### config.mk
export PLATFORM = sky130hd
export DESIGN_NAME = lc4_core
export DESIGN_NICKNAME = d
export VERILOG_FILES = /design/src/hw/lc4_pkg.sv /design/src/hw/lc4_stage_if.sv /design/src/hw/lc4_core.sv /design/src/hw/lc4_writeback.sv /design/src/hw/lc4_exec_mem.sv /design/src/hw/lc4_fetch_decode.sv /design/src/hw/lc4_alu.sv /design/src/hw/lc4_regfile.sv /design/src/hw/lc4_decoder.sv
export SDC_FILE = /design/constraint.sdc
export NUM_CORES = 1
export LEC_CHECK = 0
export ABC_AREA = 1
export CELL_PAD_IN_SITES_DETAIL_PLACEMENT = 1
export CELL_PAD_IN_SITES_GLOBAL_PLACEMENT = 2
export CORE_MARGIN = 3
export CORE_UTILIZATION = 38
export DETAILED_ROUTE_END_ITERATION = 6
export DONT_BUFFER_PORTS = 1
export GPL_TIMING_DRIVEN = 0
export HOLD_SLACK_MARGIN = 0.03
export PLACE_DENSITY_LB_ADDON = 0.1
export REMOVE_ABC_BUFFERS = 1
export SLEW_MARGIN = 40
export SYNTH_ARGS = -nofsm -noshare
export SYNTH_HDL_FRONTEND = slang
export SYNTH_HIERARCHICAL = 1
export SYNTH_SLANG_ARGS = --single-unit
export TNS_END_PERCENT = 100
### constraint.sdc
create_clock -name gwe -period 3.7 [get_ports gwe]
set_input_delay 0.185 -clock gwe [delete_from_list [all_inputs] [get_ports gwe]]
set_output_delay 0.185 -clock gwe [all_outputs]
set_load 0.01 [all_outputs]
### src/hw/lc4_pkg.sv
/*
 * LC4 shared definitions: data and select widths, boot address, NOP word,
 * opcode and sub-op encodings, and the instruction word union
 */
package lc4_pkg;

   localparam int WORD_W    = 16; // data and address width
   localparam int REG_SEL_W = 3;  // register select width
   localparam int NUM_REGS  = 8;

   localparam logic [WORD_W-1:0] RESET_PC = 16'h8200; // boot address
   localparam logic [WORD_W-1:0] NOP_INSN = 16'h0000; // BR with empty nzp mask

   // major opcodes, insn[15:12]
   localparam logic [3:0] OP_BR    = 4'b0000;
   localparam logic [3:0] OP_ARITH = 4'b0001;
   localparam logic [3:0] OP_LOGIC = 4'b0101;
   localparam logic [3:0] OP_LDR   = 4'b0110;
   localparam logic [3:0] OP_STR   = 4'b0111;
   localparam logic [3:0] OP_CONST = 4'b1001;
   localparam logic [3:0] OP_JMP   = 4'b1100; // offset form when insn[11] is set

   // arithmetic sub-ops, insn[5:3]
   // sub_op[2] set selects the immediate form (ADD imm5)
   localparam logic [2:0] ARITH_ADD = 3'b000;
   localparam logic [2:0] ARITH_SUB = 3'b010;

   // logic sub-ops, insn[5:3]
   // sub_op[2] set selects AND imm5
   localparam logic [2:0] LOGIC_AND = 3'b000;
   localparam logic [2:0] LOGIC_NOT = 3'b001;
   localparam logic [2:0] LOGIC_OR  = 3'b010;
   localparam logic [2:0] LOGIC_XOR = 3'b011;

   // one instruction word, seen either as a register form or an offset form
   typedef union packed {
      struct packed {
         logic [3:0]           opcode;
         logic [REG_SEL_W-1:0] rd;     // dest, or store data reg for STR
         logic [REG_SEL_W-1:0] rs;     // base / first source
         logic [2:0]           sub_op;
         logic [REG_SEL_W-1:0] rt;     // second source
      } r;
      struct packed {
         logic [3:0]           opcode;
         logic [2:0]           rd_nzp; // rd, or nzp mask for BR
         logic [8:0]           imm9;   // imm5 and imm6 sit in the low bits
      } o;
   } lc4_insn_u;

endpackage
### src/hw/lc4_stage_if.sv
/*
 * pipeline stage bundle: one instruction with its pc, operands,
 * control flags, ALU result and load data
 */
`timescale 1ns/100ps

interface lc4_stage_if;

   logic [lc4_pkg::WORD_W-1:0] pc;
   lc4_pkg::lc4_insn_u         insn;
   logic [lc4_pkg::WORD_W-1:0] rs_data;
   logic [lc4_pkg::WORD_W-1:0] rt_data;
   logic                       regfile_we; // writes rd
   logic                       nzp_we;     // sets NZP from the result
   logic                       is_load;
   logic                       is_store;
   logic                       is_branch;  // BR with nonempty mask
   logic                       is_jump;    // JMP imm11
   logic [lc4_pkg::WORD_W-1:0] result;     // ALU output
   logic [lc4_pkg::WORD_W-1:0] mem_data;   // data memory read value

   modport src (output pc, insn, rs_data, rt_data, regfile_we, nzp_we, is_load,
                is_store, is_branch, is_jump, result, mem_data);

   modport dst (input pc, insn, rs_data, rt_data, regfile_we, nzp_we, is_load,
                is_store, is_branch, is_jump, result, mem_data);

endinterface

### src/hw/lc4_core.sv
/*
 * LC4 five-stage pipeline top level
 * stage modules, register file and the two stage bundles
 */
`timescale 1ns/100ps

module lc4_core #(
   parameter logic [lc4_pkg::WORD_W-1:0] P_RESET_PC = lc4_pkg::RESET_PC
) (
   input  logic                        gwe,
   input  logic                        i_rst_n,
   input  logic [lc4_pkg::WORD_W-1:0]  i_cur_insn,     // imem read data
   input  logic [lc4_pkg::WORD_W-1:0]  i_dmem_data,    // dmem read data
   output logic [lc4_pkg::WORD_W-1:0]  o_cur_pc,       // imem address
   output logic [lc4_pkg::WORD_W-1:0]  o_dmem_addr,
   output logic                        o_dmem_we,
   output logic [lc4_pkg::WORD_W-1:0]  o_dmem_towrite
);

   logic [lc4_pkg::REG_SEL_W-1:0] rs_sel, rt_sel, rd_sel;
   logic [lc4_pkg::WORD_W-1:0]    rs_data, rt_data, wdata, target;
   logic                          rd_we, redirect;

   lc4_stage_if de_if ();  // decode -> execute
   lc4_stage_if mw_if ();  // memory -> writeback

   lc4_fetch_decode #(
      .P_RESET_PC (P_RESET_PC)
   ) u_fetch_decode (
      .gwe        (gwe),
      .i_rst_n    (i_rst_n),
      .i_cur_insn (i_cur_insn),
      .i_redirect (redirect),
      .i_target   (target),
      .i_rs_data  (rs_data),
      .i_rt_data  (rt_data),
      .o_cur_pc   (o_cur_pc),
      .o_rs_sel   (rs_sel),
      .o_rt_sel   (rt_sel),
      .de_if      (de_if.src)
   );

   lc4_regfile u_regfile (
      .gwe       (gwe),
      .i_rst_n   (i_rst_n),
      .i_rs_sel  (rs_sel),
      .i_rt_sel  (rt_sel),
      .i_rd_sel  (rd_sel),
      .i_wdata   (wdata),
      .i_rd_we   (rd_we),
      .o_rs_data (rs_data),
      .o_rt_data (rt_data)
   );

   lc4_exec_mem u_exec_mem (
      .gwe            (gwe),
      .i_rst_n        (i_rst_n),
      .i_dmem_data    (i_dmem_data),
      .de_if          (de_if.dst),
      .mw_if          (mw_if.src),
      .o_dmem_addr    (o_dmem_addr),
      .o_dmem_we      (o_dmem_we),
      .o_dmem_towrite (o_dmem_towrite)
   );

   lc4_writeback u_writeback (
      .gwe        (gwe),
      .i_rst_n    (i_rst_n),
      .mw_if      (mw_if.dst),
      .o_rd_we    (rd_we),
      .o_rd_sel   (rd_sel),
      .o_wdata    (wdata),
      .o_redirect (redirect),
      .o_target   (target)
   );

endmodule

### src/hw/lc4_writeback.sv
/*
 * writeback stage
 * M/W latch, result select, NZP register, branch resolution and redirect
 */
`timescale 1ns/100ps

module lc4_writeback (
   input  logic                           gwe,
   input  logic                           i_rst_n,
   lc4_stage_if.dst                       mw_if,
   output logic                           o_rd_we,
   output logic [lc4_pkg::REG_SEL_W-1:0]  o_rd_sel,
   output logic [lc4_pkg::WORD_W-1:0]     o_wdata,
   output logic                           o_redirect,
   output logic [lc4_pkg::WORD_W-1:0]     o_target
);

   lc4_pkg::lc4_insn_u         w_insn;
   logic                       w_regfile_we, w_nzp_we, w_is_load, w_is_branch, w_is_jump;
   logic [lc4_pkg::WORD_W-1:0] w_result, w_mem_data;
   logic [2:0]                 nzp_q, nzp_next;
   logic                       br_taken;

   always_ff @(posedge gwe or negedge i_rst_n) begin
      if (!i_rst_n) begin
         w_insn       <= lc4_pkg::NOP_INSN;
         w_regfile_we <= 1'b0;
         w_nzp_we     <= 1'b0;
         w_is_load    <= 1'b0;
         w_is_branch  <= 1'b0;
         w_is_jump    <= 1'b0;
      end else begin
         w_insn       <= mw_if.insn;
         w_regfile_we <= mw_if.regfile_we;
         w_nzp_we     <= mw_if.nzp_we;
         w_is_load    <= mw_if.is_load;
         w_is_branch  <= mw_if.is_branch;
         w_is_jump    <= mw_if.is_jump;
      end
   end

   always_ff @(posedge gwe) begin
      w_result   <= mw_if.result;
      w_mem_data <= mw_if.mem_data; // load data from the memory cycle
   end

   assign o_wdata  = w_is_load ? w_mem_data : w_result;
   assign o_rd_we  = w_regfile_we;
   assign o_rd_sel = w_insn.r.rd;

   // sign of the value going to the regfile
   assign nzp_next = o_wdata[lc4_pkg::WORD_W-1] ? 3'b100 :
                     (o_wdata == '0)            ? 3'b010 : 3'b001;

   always_ff @(posedge gwe or negedge i_rst_n) begin
      if (!i_rst_n)
         nzp_q <= 3'b000; // nothing taken until the first write
      else if (w_nzp_we)
         nzp_q <= nzp_next;
   end

   assign br_taken   = w_is_branch && |(w_insn.o.rd_nzp & nzp_q);
   assign o_redirect = br_taken || w_is_jump;
   assign o_target   = w_result; // ALU formed pc+1+offset

   a_nzp_onehot : assert property (@(posedge gwe) disable iff (!i_rst_n)
      $onehot0(nzp_q));

endmodule

### src/hw/lc4_exec_mem.sv
/*
 * execute and memory stages
 * D/X and X/M latches, ALU, data memory port, memory bundle output
 */
`timescale 1ns/100ps

module lc4_exec_mem (
   input  logic                        gwe,
   input  logic                        i_rst_n,
   input  logic [lc4_pkg::WORD_W-1:0]  i_dmem_data,
   lc4_stage_if.dst                    de_if,
   lc4_stage_if.src                    mw_if,
   output logic [lc4_pkg::WORD_W-1:0]  o_dmem_addr,
   output logic                        o_dmem_we,
   output logic [lc4_pkg::WORD_W-1:0]  o_dmem_towrite
);

   lc4_pkg::lc4_insn_u         x_insn, m_insn;
   logic [lc4_pkg::WORD_W-1:0] x_pc, x_rs_data, x_rt_data, x_result;
   logic [lc4_pkg::WORD_W-1:0] m_pc, m_rt_data, m_result;
   logic [5:0]                 x_flags, m_flags; // {regfile_we, nzp_we, ld, st, br, jmp}

   // control state cleared to a NOP on reset
   always_ff @(posedge gwe or negedge i_rst_n) begin
      if (!i_rst_n) begin
         x_insn  <= lc4_pkg::NOP_INSN;
         x_flags <= '0;
         m_insn  <= lc4_pkg::NOP_INSN;
         m_flags <= '0;
      end else begin
         x_insn  <= de_if.insn;
         x_flags <= {de_if.regfile_we, de_if.nzp_we, de_if.is_load,
                     de_if.is_store, de_if.is_branch, de_if.is_jump};
         m_insn  <= x_insn;
         m_flags <= x_flags;
      end
   end

   // payload
   always_ff @(posedge gwe) begin
      x_pc      <= de_if.pc;
      x_rs_data <= de_if.rs_data;
      x_rt_data <= de_if.rt_data;
      m_pc      <= x_pc;
      m_rt_data <= x_rt_data; // store data
      m_result  <= x_result;
   end

   lc4_alu u_alu (
      .i_insn    (x_insn),
      .i_pc      (x_pc),
      .i_rs_data (x_rs_data),
      .i_rt_data (x_rt_data),
      .o_result  (x_result)
   );

   // data memory port drives an address only for loads and stores
   assign o_dmem_addr    = (m_flags[3] || m_flags[2]) ? m_result : '0;
   assign o_dmem_we      = m_flags[2];
   assign o_dmem_towrite = m_rt_data;

   assign mw_if.pc         = m_pc;
   assign mw_if.insn       = m_insn;
   assign mw_if.rs_data    = '0; // base reg only matters in execute
   assign mw_if.rt_data    = m_rt_data;
   assign {mw_if.regfile_we, mw_if.nzp_we, mw_if.is_load,
           mw_if.is_store, mw_if.is_branch, mw_if.is_jump} = m_flags;
   assign mw_if.result     = m_result;
   assign mw_if.mem_data   = i_dmem_data; // captured by writeback at the edge

   // load and store flags in memory belong to the opcode latched beside them
   a_ld_st_excl : assert property (@(posedge gwe) disable iff (!i_rst_n)
      (!m_flags[3] || m_insn.r.opcode == lc4_pkg::OP_LDR) &&
      (!m_flags[2] || m_insn.r.opcode == lc4_pkg::OP_STR));

endmodule

### src/hw/lc4_fetch_decode.sv
/*
 * fetch and decode stages
 * fetch PC with redirect, F/D latch, decoder, decode bundle output
 */
`timescale 1ns/100ps

module lc4_fetch_decode #(
   parameter logic [lc4_pkg::WORD_W-1:0] P_RESET_PC = lc4_pkg::RESET_PC
) (
   input  logic                           gwe,
   input  logic                           i_rst_n,
   input  logic [lc4_pkg::WORD_W-1:0]     i_cur_insn,   // from instruction memory
   input  logic                           i_redirect,   // taken branch or jump in writeback
   input  logic [lc4_pkg::WORD_W-1:0]     i_target,
   input  logic [lc4_pkg::WORD_W-1:0]     i_rs_data,
   input  logic [lc4_pkg::WORD_W-1:0]     i_rt_data,
   output logic [lc4_pkg::WORD_W-1:0]     o_cur_pc,
   output logic [lc4_pkg::REG_SEL_W-1:0]  o_rs_sel,
   output logic [lc4_pkg::REG_SEL_W-1:0]  o_rt_sel,
   lc4_stage_if.src                       de_if
);

   logic [lc4_pkg::WORD_W-1:0] f_pc;
   logic [lc4_pkg::WORD_W-1:0] d_pc;
   lc4_pkg::lc4_insn_u         d_insn;

   // fetch pc steps by one unless writeback redirects
   always_ff @(posedge gwe or negedge i_rst_n) begin
      if (!i_rst_n) begin
         f_pc   <= P_RESET_PC;
         d_insn <= lc4_pkg::NOP_INSN;
      end else begin
         f_pc   <= i_redirect ? i_target : f_pc + 1'b1;
         d_insn <= i_cur_insn;
      end
   end

   always_ff @(posedge gwe) begin
      d_pc <= f_pc; // pc of the word in decode
   end

   assign o_cur_pc = f_pc;

   lc4_decoder u_decoder (
      .i_insn       (d_insn),
      .o_rs_sel     (o_rs_sel),
      .o_rt_sel     (o_rt_sel),
      .o_regfile_we (de_if.regfile_we),
      .o_nzp_we     (de_if.nzp_we),
      .o_is_load    (de_if.is_load),
      .o_is_store   (de_if.is_store),
      .o_is_branch  (de_if.is_branch),
      .o_is_jump    (de_if.is_jump)
   );

   assign de_if.pc       = d_pc;
   assign de_if.insn     = d_insn;
   assign de_if.rs_data  = i_rs_data; // regfile read of this cycle
   assign de_if.rt_data  = i_rt_data;
   assign de_if.result   = '0;        // nothing computed yet in decode
   assign de_if.mem_data = '0;

   // fetch address must be clean once out of reset, it drives the imem
   a_pc_known : assert property (@(posedge gwe) disable iff (!i_rst_n)
      !$isunknown(o_cur_pc));

endmodule

### src/hw/lc4_alu.sv
/*
 * LC4 ALU
 * arithmetic, logic, CONST, load/store address and branch/jump targets
 */
`timescale 1ns/100ps

module lc4_alu (
   input  lc4_pkg::lc4_insn_u          i_insn,
   input  logic [lc4_pkg::WORD_W-1:0]  i_pc,
   input  logic [lc4_pkg::WORD_W-1:0]  i_rs_data,
   input  logic [lc4_pkg::WORD_W-1:0]  i_rt_data,
   output logic [lc4_pkg::WORD_W-1:0]  o_result
);

   localparam int W = lc4_pkg::WORD_W;

   logic [W-1:0] imm5_sx;  // ADD imm / AND imm
   logic [W-1:0] imm6_sx;  // LDR / STR offset
   logic [W-1:0] imm9_sx;  // BR offset, CONST value
   logic [W-1:0] imm11_sx; // JMP offset
   logic [W-1:0] pc_inc;

   assign imm5_sx  = {{(W-5){i_insn.o.imm9[4]}}, i_insn.o.imm9[4:0]};
   assign imm6_sx  = {{(W-6){i_insn.o.imm9[5]}}, i_insn.o.imm9[5:0]};
   assign imm9_sx  = {{(W-9){i_insn.o.imm9[8]}}, i_insn.o.imm9};
   assign imm11_sx = {{(W-11){i_insn.o.rd_nzp[1]}}, i_insn.o.rd_nzp[1:0], i_insn.o.imm9};
   assign pc_inc   = i_pc + 1'b1;

   always_comb begin
      o_result = '0;
      case (i_insn.r.opcode)
         lc4_pkg::OP_BR:    o_result = pc_inc + imm9_sx;  // taken target
         lc4_pkg::OP_ARITH: begin
            if (i_insn.r.sub_op[2])
               o_result = i_rs_data + imm5_sx;
            else if (i_insn.r.sub_op == lc4_pkg::ARITH_SUB)
               o_result = i_rs_data - i_rt_data;
            else
               o_result = i_rs_data + i_rt_data; // ADD, other sub-ops are not written
         end
         lc4_pkg::OP_LOGIC: begin
            if (i_insn.r.sub_op[2]) begin
               o_result = i_rs_data & imm5_sx;
            end else begin
               case (i_insn.r.sub_op)
                  lc4_pkg::LOGIC_AND: o_result = i_rs_data & i_rt_data;
                  lc4_pkg::LOGIC_NOT: o_result = ~i_rs_data;
                  lc4_pkg::LOGIC_OR:  o_result = i_rs_data | i_rt_data;
                  default:            o_result = i_rs_data ^ i_rt_data; // XOR
               endcase
            end
         end
         lc4_pkg::OP_LDR,
         lc4_pkg::OP_STR:   o_result = i_rs_data + imm6_sx; // effective address
         lc4_pkg::OP_CONST: o_result = imm9_sx;
         lc4_pkg::OP_JMP:   o_result = pc_inc + imm11_sx;
         default: ;
      endcase
   end

endmodule

### src/hw/lc4_regfile.sv
/*
 * LC4 register file, eight by sixteen
 * two combinational read ports, one write port at the clock edge
 */
`timescale 1ns/100ps

module lc4_regfile (
   input  logic                           gwe,
   input  logic                           i_rst_n,
   input  logic [lc4_pkg::REG_SEL_W-1:0]  i_rs_sel,
   input  logic [lc4_pkg::REG_SEL_W-1:0]  i_rt_sel,
   input  logic [lc4_pkg::REG_SEL_W-1:0]  i_rd_sel,
   input  logic [lc4_pkg::WORD_W-1:0]     i_wdata,
   input  logic                           i_rd_we,
   output logic [lc4_pkg::WORD_W-1:0]     o_rs_data,
   output logic [lc4_pkg::WORD_W-1:0]     o_rt_data
);

   logic [lc4_pkg::WORD_W-1:0] regs [lc4_pkg::NUM_REGS];

   // no bypass: a write shows up on the read ports the cycle after
   assign o_rs_data = regs[i_rs_sel];
   assign o_rt_data = regs[i_rt_sel];

   always_ff @(posedge gwe or negedge i_rst_n) begin
      if (!i_rst_n) begin
         for (int i = 0; i < lc4_pkg::NUM_REGS; i++) begin
            regs[i] <= '0;
         end
      end else if (i_rd_we) begin
         regs[i_rd_sel] <= i_wdata;
      end
   end

endmodule

### src/hw/lc4_decoder.sv
/*
 * LC4 instruction decoder
 * register selects and control flags for the kept subset
 */
`timescale 1ns/100ps

module lc4_decoder (
   input  lc4_pkg::lc4_insn_u             i_insn,
   output logic [lc4_pkg::REG_SEL_W-1:0]  o_rs_sel,
   output logic [lc4_pkg::REG_SEL_W-1:0]  o_rt_sel,
   output logic                           o_regfile_we,
   output logic                           o_nzp_we,
   output logic                           o_is_load,
   output logic                           o_is_store,
   output logic                           o_is_branch,
   output logic                           o_is_jump
);

   logic is_str; // STR takes its data reg from insn[11:9]

   assign is_str   = (i_insn.r.opcode == lc4_pkg::OP_STR);
   assign o_rs_sel = i_insn.r.rs;                          // always insn[8:6]
   assign o_rt_sel = is_str ? i_insn.r.rd : i_insn.r.rt;

   always_comb begin
      // unknown opcodes fall through as NOPs
      o_regfile_we = 1'b0;
      o_nzp_we     = 1'b0;
      o_is_load    = 1'b0;
      o_is_store   = 1'b0;
      o_is_branch  = 1'b0;
      o_is_jump    = 1'b0;
      case (i_insn.r.opcode)
         lc4_pkg::OP_BR: begin
            o_is_branch = |i_insn.o.rd_nzp; // empty mask is the NOP
         end
         lc4_pkg::OP_ARITH: begin
            // only ADD, SUB and ADD imm are kept
            if (i_insn.r.sub_op[2] || i_insn.r.sub_op == lc4_pkg::ARITH_ADD ||
                i_insn.r.sub_op == lc4_pkg::ARITH_SUB) begin
               o_regfile_we = 1'b1;
               o_nzp_we     = 1'b1;
            end
         end
         lc4_pkg::OP_LOGIC: begin
            o_regfile_we = 1'b1; // every logic sub-op is kept
            o_nzp_we     = 1'b1;
         end
         lc4_pkg::OP_LDR: begin
            o_regfile_we = 1'b1;
            o_nzp_we     = 1'b1;
            o_is_load    = 1'b1;
         end
         lc4_pkg::OP_STR:   o_is_store = 1'b1;
         lc4_pkg::OP_CONST: begin
            o_regfile_we = 1'b1;
            o_nzp_we     = 1'b1;
         end
         lc4_pkg::OP_JMP:   o_is_jump = i_insn.o.rd_nzp[2]; // JMPR form dropped
         default: ;
      endcase
   end

endmodule

---- Word-level counts from Yosys, hierarchy flattened ----
Cells that the tools add are included.
operators by class
  add/sub/neg operators ................... 8
  order comparisons ....................... 4
  equal/unequal tests ..................... 15
  mux-type cells .......................... 26
  bitwise logic cells ..................... 9
  reductions and logical operators ........ 15
operator list
  kind                                            count
  2-to-1 mux 16 bit                               11
  bitwise mux 128 bit                             1
  binary-select mux 16 bit (select 3 bit)         2
  case mux 16 bit (6 select lines)                1
  adder 16 bit                                    5
  demux 16 bit (select 3 bit)                     1
  case mux 16 bit (3 select lines)                1
  adder 16 x 1 -> 16 bit (second input constant)  2
  bitwise AND 16 bit                              2
  == test 4 x 3 -> 1 bit (second input constant)  6
  == test 4 bit (second input constant)           4
  zero test 16 bit                                1
  NOT 16 bit                                      1
  OR 16 bit                                       1
  subtractor 16 bit                               1
  XOR 16 bit                                      1
  >= comparator 4 bit (second input constant)     3
  NOT 3 -> 4 bit                                  3
  OR reduction 3 bit                              3
  == test 4 x 1 -> 1 bit (second input constant)  2
  zero test 4 bit                                 2
  == test 3 x 2 -> 1 bit (second input constant)  2
  zero test 3 bit                                 2
  2-to-1 mux 3 bit                                2
  9 further kinds                                 17
word-level totals
  flip-flop bits (word level) ............. 346
  bits of input ports ..................... 34

---- Depth between registers and ports, before layout ----
  depth after elaboration ................. 6
  gate-level depth with buffers ........... 26
  depth with buffers taken out ............ 25

---- By module ----
Netlist, hierarchy kept.
modules (own cells, without submodules)
  module            instances  cells each  area each (sq um)
  lc4_regfile       1          1165        7489.7
  lc4_alu           1          705         4045.1
  lc4_exec_mem      1          224         3537.1
  lc4_fetch_decode  1          237         2194.6
  lc4_writeback     1          126         1338.8
  lc4_decoder       1          41          185.2

---- Worst setup path after synthesis ----
OpenSTA, ideal clock, no wires.
  kind .................................... register to register
  from .................................... reg u_exec_mem/x_insn[14] (netlist bit)
  to ...................................... reg u_exec_mem.m_result, in the netlist u_exec_mem/mw_if.result[12]
  library setup time ...................... 0.125 ns
  arrival ................................. 3.194 ns
  slack ................................... 0.381 ns
  cell stages (with the launch flop) ...... 27
  path buffers ............................ 1
  clock period less this slack ............ 3.319 ns
  cells stage by stage .................... dfrtp_1 -> inv_1 -> nor2_1 -> inv_1 -> nor2_1 -> inv_1 -> nand2_1 -> clkbuf_1 -> nand2_1 -> o21ai_0 -> ha_1 -> inv_1 -> fa_1 -> inv_1 -> nand3_1 -> nand2_1 -> nand2_1 -> nand2_1 -> a21oi_1 -> o21ai_0 -> inv_1 -> nor2_1 -> nor2_1 -> o21ai_0 -> a21oi_1 -> o21ai_0 -> nand3_1
on the way
  cells in the longest elaborated chain, start to end .. 3
RTL lines
  item                                  line                source
  start, declared                       lc4_exec_mem.sv:18  lc4_pkg::lc4_insn_u x_insn, m_insn;
  start signal, assigned                lc4_exec_mem.sv:26  x_insn <= lc4_pkg::NOP_INSN;
  start signal, assigned                lc4_exec_mem.sv:31  x_insn <= de_if.insn;
  == test 4 x 3 -> 1 bit                lc4_alu.sv:31       case (i_insn.r.opcode)
  OR reduction 2 bit                    lc4_alu.sv:31
  case mux 16 bit (6 select lines) (*)  lc4_alu.sv:31
  via u_exec_mem.x_result, one bit      lc4_exec_mem.sv:19  logic [lc4_pkg::WORD_W-1:0] x_pc, x_rs_data, x_rt_data, x_result;
  end signal, assigned                  lc4_exec_mem.sv:46  m_result <= x_result;
  end, declared                         lc4_exec_mem.sv:20  logic [lc4_pkg::WORD_W-1:0] m_pc, m_rt_data, m_result;
The timed path passes the listed nets; every way through them passes the cells marked *.
A chain may end at the register's enable or synchronous reset.

---- Final worst setup path ----
  from .................................... reg u_exec_mem/x_insn[3] (netlist bit)
  to ...................................... reg u_exec_mem.m_result, in the netlist u_exec_mem/mw_if.result[14]
on the way
  cells in the longest elaborated chain, start to end .. 4
RTL lines
  item                                                  line
  branches (longest 3 deep; another with adder 16 bit)  --
  case mux 16 bit (6 select lines) (*)                  lc4_alu.sv:31
  via u_exec_mem.x_result, one bit                      lc4_exec_mem.sv:19
Mark *: on every way through the listed nets, which the timed path passes.

==> results.yml <==
timing:
  hold_ws_ns: -0.6578
  period_share_pct: 95.13
  maxSlewHeadroom_pct: 35.17
  setup_violations: 0
  maxSlewViolCount: 0
  max_freq_mhz: 284.1
  hold_viol: 202
  min_period_ns: 3.520
  fin_tns_setup_ns: 0
  worstMarginPinSlew_ns: 0.9724
  skew_ns: 0.02061
power:
  power_leakage_nw: 9.911
  intPower_mw: 8.045
  seq_power_share_pct: 40.7
  swShare_pct: 35.96
  power_density_nw_per_um2: 632.4
  switchingPower_mw: 4.516
  ir_drop_v: 0.0004300
  clock_power_share_pct: 31.3
  p_comb_share_pct: 28.0
detailed_routing:
  vias: 15261
  first_iter_violations: 876
  drtAntennaViolNets: 0
  wl_met3_mm: 2.164
  viasPerCell: 5.094
  met1_length_mm: 28.25
  highest_layer: "met4"
  wl_met2_mm: 28.46
  wl_per_cell_um: 20.38
  route.detailed.drc: 0
  wirelength_mm: 61.07
  drtPass1Iterations: 5
cts:
  clk_pin_slew_ns: 0.06
  numClockSinks: 330
  ctsHoldBuffers: 32
  cts_root_buffer: "clkbuf_16"
  cts_tree: "built"
  clockBufferDepth: 3
  numCtsBuffers: 39
  clkLatencyLatePin_ns: 0.55
  htreeDepth: 2
floorplan:
  die_area_um2: 49410
  initial_utilization_pct: 38.84
  num_rows: 78
  fp.dieH_um: 222.3
  ios: 83
  die_w_um: 222.3
  core_region_area_um2: 45770
critical_path:
  setup.worst_path.end_class: "flip-flop"
  arrival_ns: 3.95
  cp_cell_sequence: "clkinv_4 -> nand3_4 -> inv_2 -> nand2_2 -> nand3_2 -> nor2_4 -> nand3_4 -> nor2_4 -> nand2_2 -> nor2_4 -> nand3_1 -> xor2_1 -> o21ai_1 -> ha_1 -> inv_1 -> o31ai_1 -> a21oi_1 -> o21ai_2 -> or2_4 -> nand3_2 -> nand2_2 -> o21bai_1"
  start_kind: "flip-flop"
  path_max_fanout: 8
  worst_path_max_delay_cell: "dfrtp_2"
  crit_cells: 22
  critPathTopFamily: "simple AND/OR/NAND/NOR gates"
  rr_worst_depth: 22
  crit_buf_inv: 3
  critPathKind: "reg -> reg"
  worstPathRequired_ns: 4.13
  slowest_delay_ns: 0.50
placement:
  dp_hpwl_mm: 40.06
  place_congestion: 0.8068
  place_area_um2: 17750
  portBuffers: 0
cells_and_area:
  final_area_um2: 19860
  drive_gt1_share_pct: 10.43
  final_cell_mix: "nand2_1, inv_1, nand3_1"
  fin_util_pct: 43.40
  area_delta_synth_final_pct: 11.73
  fin_nets: 2471
  antennaDiodeCount: 0
  seqCellArea_um2: 7647
  layout_commonest_cell: "nand2_1"
  multi_input_area_um2: 8344
  nFillCells: 5614
global_route:
  track_usage_pct: 24.37
  grt_pass1_wl_mm: 93.76
  overflow: 0
  antenna_found_initial: 0
  grt_max_degree: 203
  grt_pass1_vias: 15898
logic_synthesis:
  syn_avg_cell_area_um2: 7.349
  syn_area_um2: 17780
  syn-instance-count: 2419
  yosysWarnings: 6
run_status:
  status: "complete, but fails checks"
  violations: "hold timing"
min_path:
  hold_path_class: "in -> async"
flow_run:
  maxCapViolations: 0
layer usage:
layer,vias to the layer above,global-route usage [%]
met5,-,0
met3,91,3.158
met1,7462,32.38
met2,268,40.80
li1,7440,-
met4,0,8.834
metrics by stage:
| step | total power, mW | instances | setup WS (ns) |
|---|---|---|---|
| after detailed placement | 8.465 | 2863 | -1.158 |
| after CTS | 12.56 | 2969 | -0.04367 |
| after global placement | 8.340 | 2857 | -1.686 |
| after floorplan | 7.348 | 2257 | 0.06053 |
| after global routing | 13.46 | 2996 | -0.02852 |
| final | 12.56 | 2996 | 0.1803 |
what timing repair did:
item	CTS	global route
setup buffers	3	25
endpoints found under the hold margin	234	202
pin swaps	2	20
gates cloned	2	2
resized for setup	25	48
endpoints found under the setup margin	12	7
area by class of cell:
class | instances | share of cell area, %
timing repair inverter | 1 | 0.04409
sequential | 330 | 38.50
tap | 600 | 3.780
clock buffer | 59 | 5.965
multi-input combinational | 1633 | 42.01
inverter | 297 | 5.846
clock inverter | 10 | 0.6614
timing repair buffer | 66 | 3.194
registers in the layout, summed over array words and instances (netlist names), 3 cells and up:
name,flops
u_exec_mem/x_flags,6
u_fetch_decode/de_if.pc,16
u_exec_mem/mw_if.insn,3
u_exec_mem/x_pc,16
u_fetch_decode/de_if.insn,16
u_regfile/regs,128
u_fetch_decode/o_cur_pc,16
u_writeback/nzp_q,3
u_exec_mem/x_rs_data,16
u_writeback/w_insn,3
u_exec_mem/mw_if.rt_data,16
u_exec_mem/x_insn,16
u_exec_mem/x_rt_data,16
u_exec_mem/mw_if.result,16
u_writeback/w_mem_data,16
u_writeback/o_target,16
u_exec_mem/m_flags,6
path summary, 6_finish.rpt:
path,from,endpoint,slack [ns]
worst min-delay path,i_rst_n,u_fetch_decode/o_cur_pc[2]$_DFF_PN0_,-0.66
worst min register to register,u_fetch_decode/de_if.pc[15]$_DFF_P_,u_exec_mem/x_pc[15]$_DFF_P_,0.33
worst max register to register,u_exec_mem/x_insn[3]$_DFF_PN0_,u_exec_mem/mw_if.result[14]$_DFF_P_,0.18
max in group asynchronous,i_rst_n,u_exec_mem/x_insn[5]$_DFF_PN0_,3.50
worst max-delay path,u_exec_mem/x_insn[3]$_DFF_PN0_,u_exec_mem/mw_if.result[14]$_DFF_P_,0.18
min in group gwe,i_dmem_data[9],u_writeback/w_mem_data[9]$_DFF_P_,0.18
power by group through the flow:
stage	clock (mW)	combinational (mW)	sequential, mW
6_report	3.94	3.52	5.11
5_1_grt	4.20	4.04	5.22
4_1_cts	4.05	3.39	5.11
3_5_place_dp	0	3.30	5.17
3_3_place_gp	0	3.17	5.17
2_1_floorplan	0	2.45	4.90
(Power assumes the default switching activity.)
